## src/hw/cpuMemPkg.sv

```systemverilog
package cpuMemPkg;

    localparam int XLEN = 32;                  // Data and address width

    // Load/store operation code from the control unit
    typedef logic [3:0] MemOpT;

    localparam MemOpT MEM_LB  = 4'd1;          // Load byte, sign extended
    localparam MemOpT MEM_LH  = 4'd2;          // Load half, sign extended
    localparam MemOpT MEM_LW  = 4'd3;          // Load word
    localparam MemOpT MEM_LBU = 4'd4;          // Load byte, zero extended
    localparam MemOpT MEM_LHU = 4'd5;          // Load half, zero extended
    localparam MemOpT MEM_SB  = 4'd6;          // Store byte
    localparam MemOpT MEM_SH  = 4'd7;          // Store half
    localparam MemOpT MEM_SW  = 4'd8;          // Store word

    // One-cycle command from handler to bus controller
    typedef enum logic [1:0] {
        RWI_IDLE  = 2'b00,
        RWI_READ  = 2'b01,
        RWI_WRITE = 2'b10,
        RWI_FETCH = 2'b11
    } RwiT;

    // Memory handler sequence
    typedef enum logic [1:0] {
        FETCH  = 2'd0,                         // Issue instruction fetch
        F_WAIT = 2'd1,                         // Wait for fetch to complete
        DATA   = 2'd2,                         // Issue load/store if any
        D_WAIT = 2'd3                          // Wait for data access
    } StateT;

endpackage

```

## src/hw/memBusIf.sv

```systemverilog
interface memBusIf
    import cpuMemPkg::*;
();

    RwiT              rwi;                     // Command pulse, idle otherwise
    logic [XLEN-1:0]  addr;                    // Access address
    logic [XLEN-1:0]  wdata;                   // Sized store data
    logic [XLEN-1:0]  rdata;                   // Last read word, held
    logic             busy;                    // High while an access is in flight

    // Core side, issues commands and sees completion
    modport handler (
        output rwi,
        output addr,
        output wdata,
        input  rdata,
        input  busy
    );

    // Bus side, accepts commands and reports status
    modport ctrl (
        input  rwi,
        input  addr,
        input  wdata,
        output rdata,
        output busy
    );

endinterface

```

## src/hw/cpuMemPath.sv

```systemverilog
module cpuMemPath
    import cpuMemPkg::*;
(
    input  logic             clk,
    input  logic             nrst,
    input  logic [XLEN-1:0]  pc,
    input  logic [XLEN-1:0]  aluAddress,
    input  MemOpT            memOp,
    input  logic             memWrite,
    input  logic             memRead,
    input  logic             memSource,
    input  logic [XLEN-1:0]  fpuData,
    input  logic [XLEN-1:0]  regData,
    input  logic             memAck,
    input  logic [XLEN-1:0]  memRdata,
    output logic [XLEN-1:0]  instr,
    output logic [XLEN-1:0]  dataToCPU,
    output logic             freeze,
    output logic             fetchRead,
    output logic             addrControl,
    output logic             memReq,
    output logic             memWe,
    output logic [XLEN-1:0]  memAddr,
    output logic [XLEN-1:0]  memWdata
);

    memBusIf bus ();                          // Handler to bus controller link

    logic fetchDone;

    memoryHandler i_memoryHandler (
        .clk         (clk),
        .nrst        (nrst),
        .pc          (pc),
        .aluAddress  (aluAddress),
        .memWrite    (memWrite),
        .memRead     (memRead),
        .bus         (bus.handler),
        .freeze      (freeze),
        .fetchRead   (fetchRead),
        .addrControl (addrControl),
        .fetchDone   (fetchDone)
    );

    // Store data joins the bus on the handler side
    loadStoreFormat i_loadStoreFormat (
        .memOp     (memOp),
        .memSource (memSource),
        .fpuData   (fpuData),
        .regData   (regData),
        .rdata     (bus.rdata),
        .wdata     (bus.wdata),
        .dataToCPU (dataToCPU)
    );

    memBusCtrl i_memBusCtrl (
        .clk      (clk),
        .nrst     (nrst),
        .memAck   (memAck),
        .memRdata (memRdata),
        .bus      (bus.ctrl),
        .memReq   (memReq),
        .memWe    (memWe),
        .memAddr  (memAddr),
        .memWdata (memWdata)
    );

    instrLatch i_instrLatch (
        .clk   (clk),
        .nrst  (nrst),
        .load  (fetchDone),
        .rdata (bus.rdata),
        .instr (instr)
    );

endmodule

```

## src/hw/instrLatch.sv

```systemverilog
module instrLatch
    import cpuMemPkg::*;
(
    input  logic             clk,
    input  logic             nrst,
    input  logic             load,            // End of a fetch
    input  logic [XLEN-1:0]  rdata,
    output logic [XLEN-1:0]  instr            // Held for the decoder
);

    always_ff @(posedge clk) begin
        if (!nrst) begin
            instr <= '0;
        end else if (load) begin
            instr <= rdata;
        end
    end

endmodule

```

## src/hw/loadStoreFormat.sv

```systemverilog
module loadStoreFormat
    import cpuMemPkg::*;
(
    input  MemOpT            memOp,
    input  logic             memSource,       // 1 stores from FPU, 0 from register file
    input  logic [XLEN-1:0]  fpuData,
    input  logic [XLEN-1:0]  regData,
    input  logic [XLEN-1:0]  rdata,           // Held read word from the bus
    output logic [XLEN-1:0]  wdata,           // Sized store data
    output logic [XLEN-1:0]  dataToCPU        // Extended load data
);

    logic [XLEN-1:0] storeSrc;

    assign storeSrc = memSource ? fpuData : regData;

    // Store sizing, zero filled above the stored field
    always_comb begin
        case (memOp)
            MEM_SB:  wdata = {{(XLEN-8){1'b0}}, storeSrc[7:0]};
            MEM_SH:  wdata = {{(XLEN-16){1'b0}}, storeSrc[15:0]};
            MEM_SW:  wdata = storeSrc;
            default: wdata = '0;              // Loads and invalid codes
        endcase
    end

    // Load sizing and extension
    always_comb begin
        case (memOp)
            MEM_LB: begin
                dataToCPU = {{(XLEN-8){rdata[7]}}, rdata[7:0]};
            end
            MEM_LH: begin
                dataToCPU = {{(XLEN-16){rdata[15]}}, rdata[15:0]};
            end
            MEM_LW: begin
                dataToCPU = rdata;
            end
            MEM_LBU: begin
                dataToCPU = {{(XLEN-8){1'b0}}, rdata[7:0]};
            end
            MEM_LHU: begin
                dataToCPU = {{(XLEN-16){1'b0}}, rdata[15:0]};
            end
            default: begin
                dataToCPU = '0;               // Stores and invalid codes
            end
        endcase
    end

endmodule

```

## src/hw/memBusCtrl.sv

```systemverilog
module memBusCtrl
    import cpuMemPkg::*;
(
    input  logic             clk,
    input  logic             nrst,
    input  logic             memAck,          // One-cycle acknowledge from memory
    input  logic [XLEN-1:0]  memRdata,        // Valid with memAck
    memBusIf.ctrl            bus,
    output logic             memReq,          // Held until memAck
    output logic             memWe,
    output logic [XLEN-1:0]  memAddr,
    output logic [XLEN-1:0]  memWdata
);

    logic newCmd;

    // Only one access in flight, a command while busy is dropped
    assign newCmd = (bus.rwi != RWI_IDLE) && !memReq;

    // Request level and write flag
    always_ff @(posedge clk) begin
        if (!nrst) begin
            memReq <= 1'b0;
            memWe  <= 1'b0;
        end else if (memReq && memAck) begin
            memReq <= 1'b0;                   // Drops the cycle after acknowledge
            memWe  <= 1'b0;
        end else if (newCmd) begin
            memReq <= 1'b1;
            memWe  <= (bus.rwi == RWI_WRITE); // Fetch goes out as a read
        end
    end

    // Request fields stay stable until acknowledge
    always_ff @(posedge clk) begin
        if (newCmd) begin
            memAddr  <= bus.addr;
            memWdata <= bus.wdata;
        end
    end

    // Keep the read word for the formatter and instruction latch
    always_ff @(posedge clk) begin
        if (memReq && memAck && !memWe) begin
            bus.rdata <= memRdata;
        end
    end

    assign bus.busy = memReq;

endmodule

```

## src/hw/memoryHandler.sv

```systemverilog
module memoryHandler
    import cpuMemPkg::*;
(
    input  logic             clk,
    input  logic             nrst,
    input  logic [XLEN-1:0]  pc,              // Fetch address
    input  logic [XLEN-1:0]  aluAddress,      // Load/store address
    input  logic             memWrite,
    input  logic             memRead,
    memBusIf.handler         bus,
    output logic             freeze,          // Stalls the core during an access
    output logic             fetchRead,       // High while fetch is issued
    output logic             addrControl,     // 0 selects pc, 1 selects aluAddress
    output logic             fetchDone        // Fetch word is ready on rdata
);

    StateT state;
    StateT stateNext;
    logic  prevBusy;                          // Busy from last cycle
    logic  busyFall;

    // Falling edge of busy marks the end of an access
    always_ff @(posedge clk) begin
        if (!nrst) begin
            prevBusy <= 1'b0;
        end else begin
            prevBusy <= bus.busy;
        end
    end

    assign busyFall = prevBusy & ~bus.busy;

    always_ff @(posedge clk) begin
        if (!nrst) begin
            state <= FETCH;                   // First cycle out of reset fetches
        end else begin
            state <= stateNext;
        end
    end

    always_comb begin
        stateNext = state;
        bus.rwi   = RWI_IDLE;
        unique case (state)
            FETCH: begin
                bus.rwi   = RWI_FETCH;
                stateNext = F_WAIT;           // Always a single cycle
            end
            F_WAIT: begin
                if (busyFall) begin
                    stateNext = DATA;
                end
            end
            DATA: begin
                if (memWrite) begin           // Store takes priority
                    bus.rwi   = RWI_WRITE;
                    stateNext = D_WAIT;
                end else if (memRead) begin
                    bus.rwi   = RWI_READ;
                    stateNext = D_WAIT;
                end else begin
                    stateNext = FETCH;        // No data access this instruction
                end
            end
            D_WAIT: begin
                if (busyFall) begin
                    stateNext = FETCH;
                end
            end
            default: stateNext = FETCH;
        endcase
    end

    // Freeze everywhere except the fetch issue cycle
    assign freeze      = (state != FETCH);
    assign fetchRead   = (state == FETCH);
    assign addrControl = (state == DATA) || (state == D_WAIT);
    assign fetchDone   = (state == F_WAIT) && busyFall;

    // Address mux
    assign bus.addr = addrControl ? aluAddress : pc;

endmodule

```

## config.mk

```make
export PLATFORM = sky130hd
export DESIGN_NAME = cpuMemPath
export DESIGN_NICKNAME = d
export VERILOG_FILES = /design/src/hw/cpuMemPkg.sv /design/src/hw/memBusIf.sv /design/src/hw/cpuMemPath.sv /design/src/hw/instrLatch.sv /design/src/hw/loadStoreFormat.sv /design/src/hw/memBusCtrl.sv /design/src/hw/memoryHandler.sv
export SDC_FILE = /design/constraint.sdc
export NUM_CORES = 1
export LEC_CHECK = 0
export CAP_MARGIN = 20
export CELL_PAD_IN_SITES_DETAIL_PLACEMENT = 0
export CELL_PAD_IN_SITES_GLOBAL_PLACEMENT = 2
export CORE_ASPECT_RATIO = 0.8
export CORE_MARGIN = 2
export CORE_UTILIZATION = 37
export CTS_CLUSTER_SIZE = 8
export DETAILED_ROUTE_END_ITERATION = 6
export DONT_BUFFER_PORTS = 1
export PLACE_DENSITY_LB_ADDON = 0.12
export SLEW_MARGIN = 20
export SYNTH_ARGS = -nofsm -noshare
export SYNTH_HDL_FRONTEND = slang
export SYNTH_SLANG_ARGS = --single-unit
export TNS_END_PERCENT = 50
```

## constraint.sdc

```tcl
create_clock -name clk -period 6.35 [get_ports clk]
set_input_delay 0.635 -clock clk [delete_from_list [all_inputs] [get_ports clk]]
set_output_delay 0.635 -clock clk [all_outputs]
set_load 0.005 [all_outputs]
```

==> reports/qor.yml, run 1 <==
startpoint_type: "register"
post_cts_resized: 0
yosysWarnings: 0
drive_above_1_share_pct: 15.6
fin_util_pct: 43.0
cts_made_buffers: 17
cts_setup_buffers: 0
synth_area_per_cell_um2: 12.9
drcViolationCount: 41
ctsHoldBuffers: 0
die_h_um: 113
grt_pass1_wl_um: 19600
worst_slack_ns: 3.84
timing.rr.end: "i_memBusCtrl.memAddr[14]$_DFFE_PP_"
drtAntennaViolNets: 0
ys_seq_area_share_pct: 66.1
rr_startpoint: "i_memoryHandler.state[1]$_SDFFE_PN0P_"
grt_pass1_vias: 3282
start_util_pct: 38.1
finalSetupViolations: 0
drt-initial-drc-count: 193
fin_cells: 615
cts-htree-levels: 4
io-pin-count: 303
worst_hold_startpoint: "memRdata[24]"
num_rows: 39
outcome: "finished with violations"
async_flop_share_pct: 0
yosysTopAreaCellShare_pct: 52.6
place_ws_ns: 3.76
fp.dieArea_mm2: 0.0158
finalClockSkew_ns: 0.00767
synth_cells: 424
synth_largest_area_cell: "edfxtp_1"
finalCritPeriodShare_pct: 39.5
worst_ep_required_time_ns: 5.71
synthMostInstantiatedCell: "edfxtp_1"
syn-num-nets: 594
max_stage_delay_ns: 0.74
vias_per_cell: 5.31
worstSetupEndpointType: "primary output"
cts_tree: "done"
wire_per_inst_um: 21.9
violations: "design-rule violations"
rsz0062_at_grt: "false"
path_cells: "nand3b_1 -> nor3_1 -> a21o_1"
max-slew-margin-rel_pct: 27.7
antenna_found_initial: 2
critical-path-top-delay-family: "simple AND/OR/NAND/NOR gates"
reg2regPathDepth: 4
leakage_nw: 2.35
dp_cells: 582
layout.nets: 587
gr-usage-all-layers_pct: 16.9
synth_area_mm2: 0.00549
gp_congestion: 0.774
syn2layout_area_growth_pct: 12.9
clockBufferDepth: 2
gr-total-overflow: 0
clk_latency_ns: 0.41
r2r_slack_ns: 3.94
grt_max_degree: 70
vdd_drop_max_mv: 0.236
hold_viol: 0
hold_end: "i_memBusCtrl.bus.rdata[24]$_DFFE_PP_"
drv_cap: 0
path_max_fanout: 8
cts.clk_slew.worst_paths_ns: 0.06
dieWidth_um: 140
synth_edf_count: 96
synth_top_flop_cell: "edfxtp_1"
critPathKind: "reg2out"
timing.fmax_mhz: 398
routed_wl_um: 13500
tightest_slew_ns: 1.08
cp.arrival_ns: 1.87
path_depth: 3
cp_slowest_cell: "nor3_1"
synth.area.top_cells: "edfxtp_1 53%, dfxtp_1 14%, mux2_2 6.6%, mux2i_1 5.8%, a21o_1 3.3%"
fin_setup_tns_ns: 0
yosysUniqueCellTypes: 35
clockRootBuffer: "clkbuf_16"
hp-class: "in2reg"
port_buffers: 0
num_vias: 3263
clock-sinks: 133
dr.pass1.iters: 7
dpl.hpwl_um: 9810
slew_viol_final: 0
powerDensity_mw_per_mm2: 333
path_buf_inv: 0
ys_ff_latch: 133
yosys-top-cells-count: "96 x edfxtp_1, 37 x dfxtp_1, 36 x nand2_1"
placeableCoreArea_mm2: 0.0144
holdPathStages: 0
period_needed_ns: 2.51
-- cells in the final DEF, fill, tap and decap left out, types with 2 or more instances in the layout --
master and count:
nor2b_1 2, diode_2 2, nand3_1 33, mux2i_1 32, a21o_1 24, inv_1 2, buf_4 3, nand3b_1 4
mux2_2 32, clkbuf_16 17, nor2_1 34, clkinv_2 2, o21ai_0 32, edfxtp_1 96, bufinv_16 3, clkinvlp_4 3
clkbuf_1 2, nand2_1 36, dfxtp_1 37, clkinv_1 4, and2_1 9, nor3_2 2, a21oi_1 5
-- cell type report --
type,instances,area (um^2)
Sequential cell,133,3620
Antenna cell,2,5.00
Clock buffer,19,433
Tap cell,184,230
Clock inverter,12,138
Multi-Input combinational cell,260,1730
Timing Repair Buffer,3,22.5
Inverter,2,7.51
Fill cell,1316,8200
-- power breakdown --
part           switching, mW  total [mW]  leakage (nW)  internal [mW]
sequential            0.0299        1.02          1.23          0.989
clock                  0.347       0.954         0.269          0.607
combinational         0.0521      0.0907         0.858         0.0386
total                  0.429        2.06          2.35           1.64
-- sequential cells by signal (all words and copies together) (netlist names) --
name,cells
i_memBusCtrl.bus.rdata,32
i_memBusCtrl.memWe,1
i_memBusCtrl.bus.busy,1
i_memoryHandler.prevBusy,1
i_memoryHandler.state,2
i_instrLatch.instr,32
i_memBusCtrl.memAddr,32
i_memBusCtrl.memWdata,32
-- routing by layer --
layer / up-vias / wire length, um / global-route usage (%)
li1: 1529 / - / -
met5: - / 0 / 0
met4: 0 / 85 / 6.26
met3: 6 / 1370 / 9.23
met2: 152 / 6780 / 28.0
met1: 1576 / 5220 / 18.5
-- logic make-up after synthesis --
| kind of cell | synth area share [%] |
|---|---|
| compound gates | 7.60 |
| buf+inv | 2.81 |
| flops | 66.1 |
| mux | 12.4 |
| simple gates | 11.1 |
-- how the worst max path moves through the flow --
stage	start	endpoint
after floorplan	memWrite	i_memBusCtrl.memAddr[0]$_DFFE_PP_
after global placement	memOp[0]	dataToCPU[29]
after detailed placement	memOp[1]	dataToCPU[24]
after CTS	i_memBusCtrl.bus.rdata[7]$_DFFE_PP_	dataToCPU[24]
after global routing	i_memBusCtrl.bus.rdata[7]$_DFFE_PP_	dataToCPU[11]
final	i_memBusCtrl.bus.rdata[7]$_DFFE_PP_	dataToCPU[15]
-- stage by stage --
step	area [um^2]	total power [mW]	hold WS, ns
2_1_floorplan	5490	1.11	0.466
3_3_place_gp	5610	1.13	0.484
3_5_place_dp	5610	1.13	0.491
4_1_cts	6180	2.09	0.295
5_1_grt	6190	2.15	0.286
6_report	6190	2.06	0.322
No activity file was read; power rests on OpenSTA's default activity.
==> run 2, diff against run 1 <==
--- a/config.mk
+++ b/config.mk
@@ -10,7 +10,7 @@
 export CELL_PAD_IN_SITES_GLOBAL_PLACEMENT = 2
 export CORE_ASPECT_RATIO = 0.8
 export CORE_MARGIN = 2
-export CORE_UTILIZATION = 37
+export CORE_UTILIZATION = 34
 export CTS_CLUSTER_SIZE = 8
 export DETAILED_ROUTE_END_ITERATION = 6
 export DONT_BUFFER_PORTS = 1
==> constraint.sdc (replaced) <==
create_clock -name clk -period 2.1 [get_ports clk]
set_input_delay 0.21 -clock clk [delete_from_list [all_inputs] [get_ports clk]]
set_output_delay 0.21 -clock clk [all_outputs]
set_load 0.005 [all_outputs]
==> reports/qor.yml, run 2 (synthesis gave the netlist of run 1 again) <==
tightest_slew_ns: 0.738  # -0.341 ns
fin_util_pct: 43.3  # +0.28 points
max-slew-margin-rel_pct: 50.8  # +23 points
clockBufferDepth: 2  # unchanged
port_buffers: 0  # unchanged
critPathKind: "reg2reg"
die_h_um: 118  # +4.2%
final_common_cell: "edfxtp_1"
clk_latency_ns: 0.40  # about the same
startpoint_type: "register"
drtAntennaViolNets: 0  # unchanged
dieWidth_um: 146  # +4.2%
cts.clk_slew.worst_paths_ns: 0.06  # about the same
layout_common_cells: "96 x edfxtp_1, 45 x dlygate4sd3_1, 36 x nand2_1, 36 x dfxtp_1, 34 x nor2_1"
finalPower_mw: 6.53  # +220%
clock-sinks: 133  # unchanged
worstSetupEndpointType: "register"
cts-htree-levels: 4  # unchanged
grt_pass1_vias: 3406  # +3.8%
rsz0062_at_grt: "false"
grt_pass1_wl_um: 20600  # +5.2%
finalCritPeriodShare_pct: 94.3
syn2layout_area_growth_pct: 24.7
startpoint: "i_memoryHandler.state[1]$_SDFFE_PN0P_"
hp-class: "in2reg"
drive_above_1_share_pct: 16.6  # +0.98 points
vdd_drop_max_mv: 0.695  # +200%
drt-initial-drc-count: 161  # -17%
cts_tree: "done"
io-pin-count: 303  # unchanged
powerDensity_mw_per_mm2: 955  # +190%
placeableCoreArea_mm2: 0.0158  # +9.8%
layout.nets: 639  # +8.9%
antenna_found_initial: 0  # -2
outcome: "completed"
gr-total-overflow: 0  # unchanged
slew_viol_final: 0  # unchanged
diodes: 0  # -2
finalClockSkew_ns: 0.00382  # -0.00385 ns
dp_cells: 619  # +6.4%
wire_per_inst_um: 20.0  # -8.7%
gp_congestion: 0.737  # -4.9%
hold_viol: 0  # unchanged
fill_cells: 1505  # +14%
gr-usage-all-layers_pct: 15.8  # -1.1 points
start_util_pct: 34.7  # -3.4 points
dr.pass1.iters: 4  # -3
vias_per_cell: 4.95  # -6.7%
cts_made_buffers: 17  # unchanged
fp.dieArea_mm2: 0.0172  # +8.5%
finalSetupViolations: 0  # unchanged
period_needed_ns: 1.98
grt_max_degree: 70  # unchanged
timing.fmax_mhz: 505
drcViolationCount: 0  # -100%
dpl.hpwl_um: 9700  # -1.1%
drv_cap: 0  # unchanged
num_vias: 3450  # +5.7%
worst_hold_startpoint: "memAck"
num_rows: 41  # +5.1%
rr_startpoint: "i_memoryHandler.state[1]$_SDFFE_PN0P_"
clockRootBuffer: "clkbuf_16"
path_max_fanout: 22  # +14
fin_cells: 697  # +13%
routed_wl_um: 13900  # +3.4%
worst_ep_required_time_ns: 2.25  # -3.46 ns
leakage_nw: 2.64  # +12%
cp.arrival_ns: 2.13  # +0.26 ns
## run 2: cell count changes in the layout (fill, tap and decap cells not counted), moves of 2 or more
cell           before  now
clkbuf_1            2    0
clkinvlp_4          3    1
diode_2             2    0
buf_12              0    3
inv_6               0    2
dlygate4sd3_1       0   45
buf_4               3    5
clkinv_2            2    4
## run 2: final timing paths
path | end | slack, ns | cells after the start
worst max register to register | i_memBusCtrl.memAddr[17]$_DFFE_PP_ | 0.12 | 4
worst min-delay path | i_memBusCtrl.bus.busy$_SDFFE_PP0P_ | 0.03 | 2
worst min register to register | i_instrLatch.instr[2]$_SDFFE_PN0P_ | 0.50 | 2
worst max-delay path | i_memBusCtrl.memAddr[17]$_DFFE_PP_ | 0.12 | 4
## run 2: worst max-delay path: stages, from the launching register on
cell and delay [ns]:
dfxtp_2 0.32, buf_4 0.23, buf_6 0.25, mux2_2 0.35
dlygate4sd3_1 0.56
## run 2: routing by layer
metal | vias to the layer above | GRT usage (%) | share of wire [%]
met5 | - | 0 | 0
met4 | 0 | 5.22 | 1.5
met3 | 16 | 6.86 | 7.8
met2 | 164 | 26.8 | 50
met1 | 1635 | 18.0 | 40
li1 | 1635 | - | -
## run 2: where the power goes
group          internal, mW  switching, mW
combinational         0.195          0.196
clock                  1.97           1.09
sequential             2.99         0.0879
## run 2: cell type report
cell class / instances / area (um^2) / share of cell area (%)
clock buffers: 17 / 425 / 6.22
clock inverters: 15 / 185 / 2.71
inverters: 2 / 7.51 / 0.110
well taps: 215 / 269 / 3.93
repair buffers: 55 / 587 / 8.58
flip-flops and latches: 133 / 3620 / 53.0
multi-input cells: 260 / 1740 / 25.5
## run 2: timing repair
item                                   in CTS  in global routing
hold buffers                               40                  6
resized for setup                           0                  1
endpoints found under the hold margin      72                  4
setup endpoints to repair                   0                  2
setup buffers                               0                  0
## run 2: through the flow
stage / TNS, ns / hold slack (ns) / instance area, um^2 / worst slack, ns
finish: 0 / 0.0256 / 6840 / 0.120
floorplan: -40.00 / 0.309 / 5520 / -0.494
global route: 0 / 0.000180 / 6840 / 0.0360
CTS: 0 / 0.000515 / 6780 / 0.0478
global placement: 0 / 0.309 / 5750 / 0.618
detailed placement: 0 / 0.309 / 5750 / 0.578
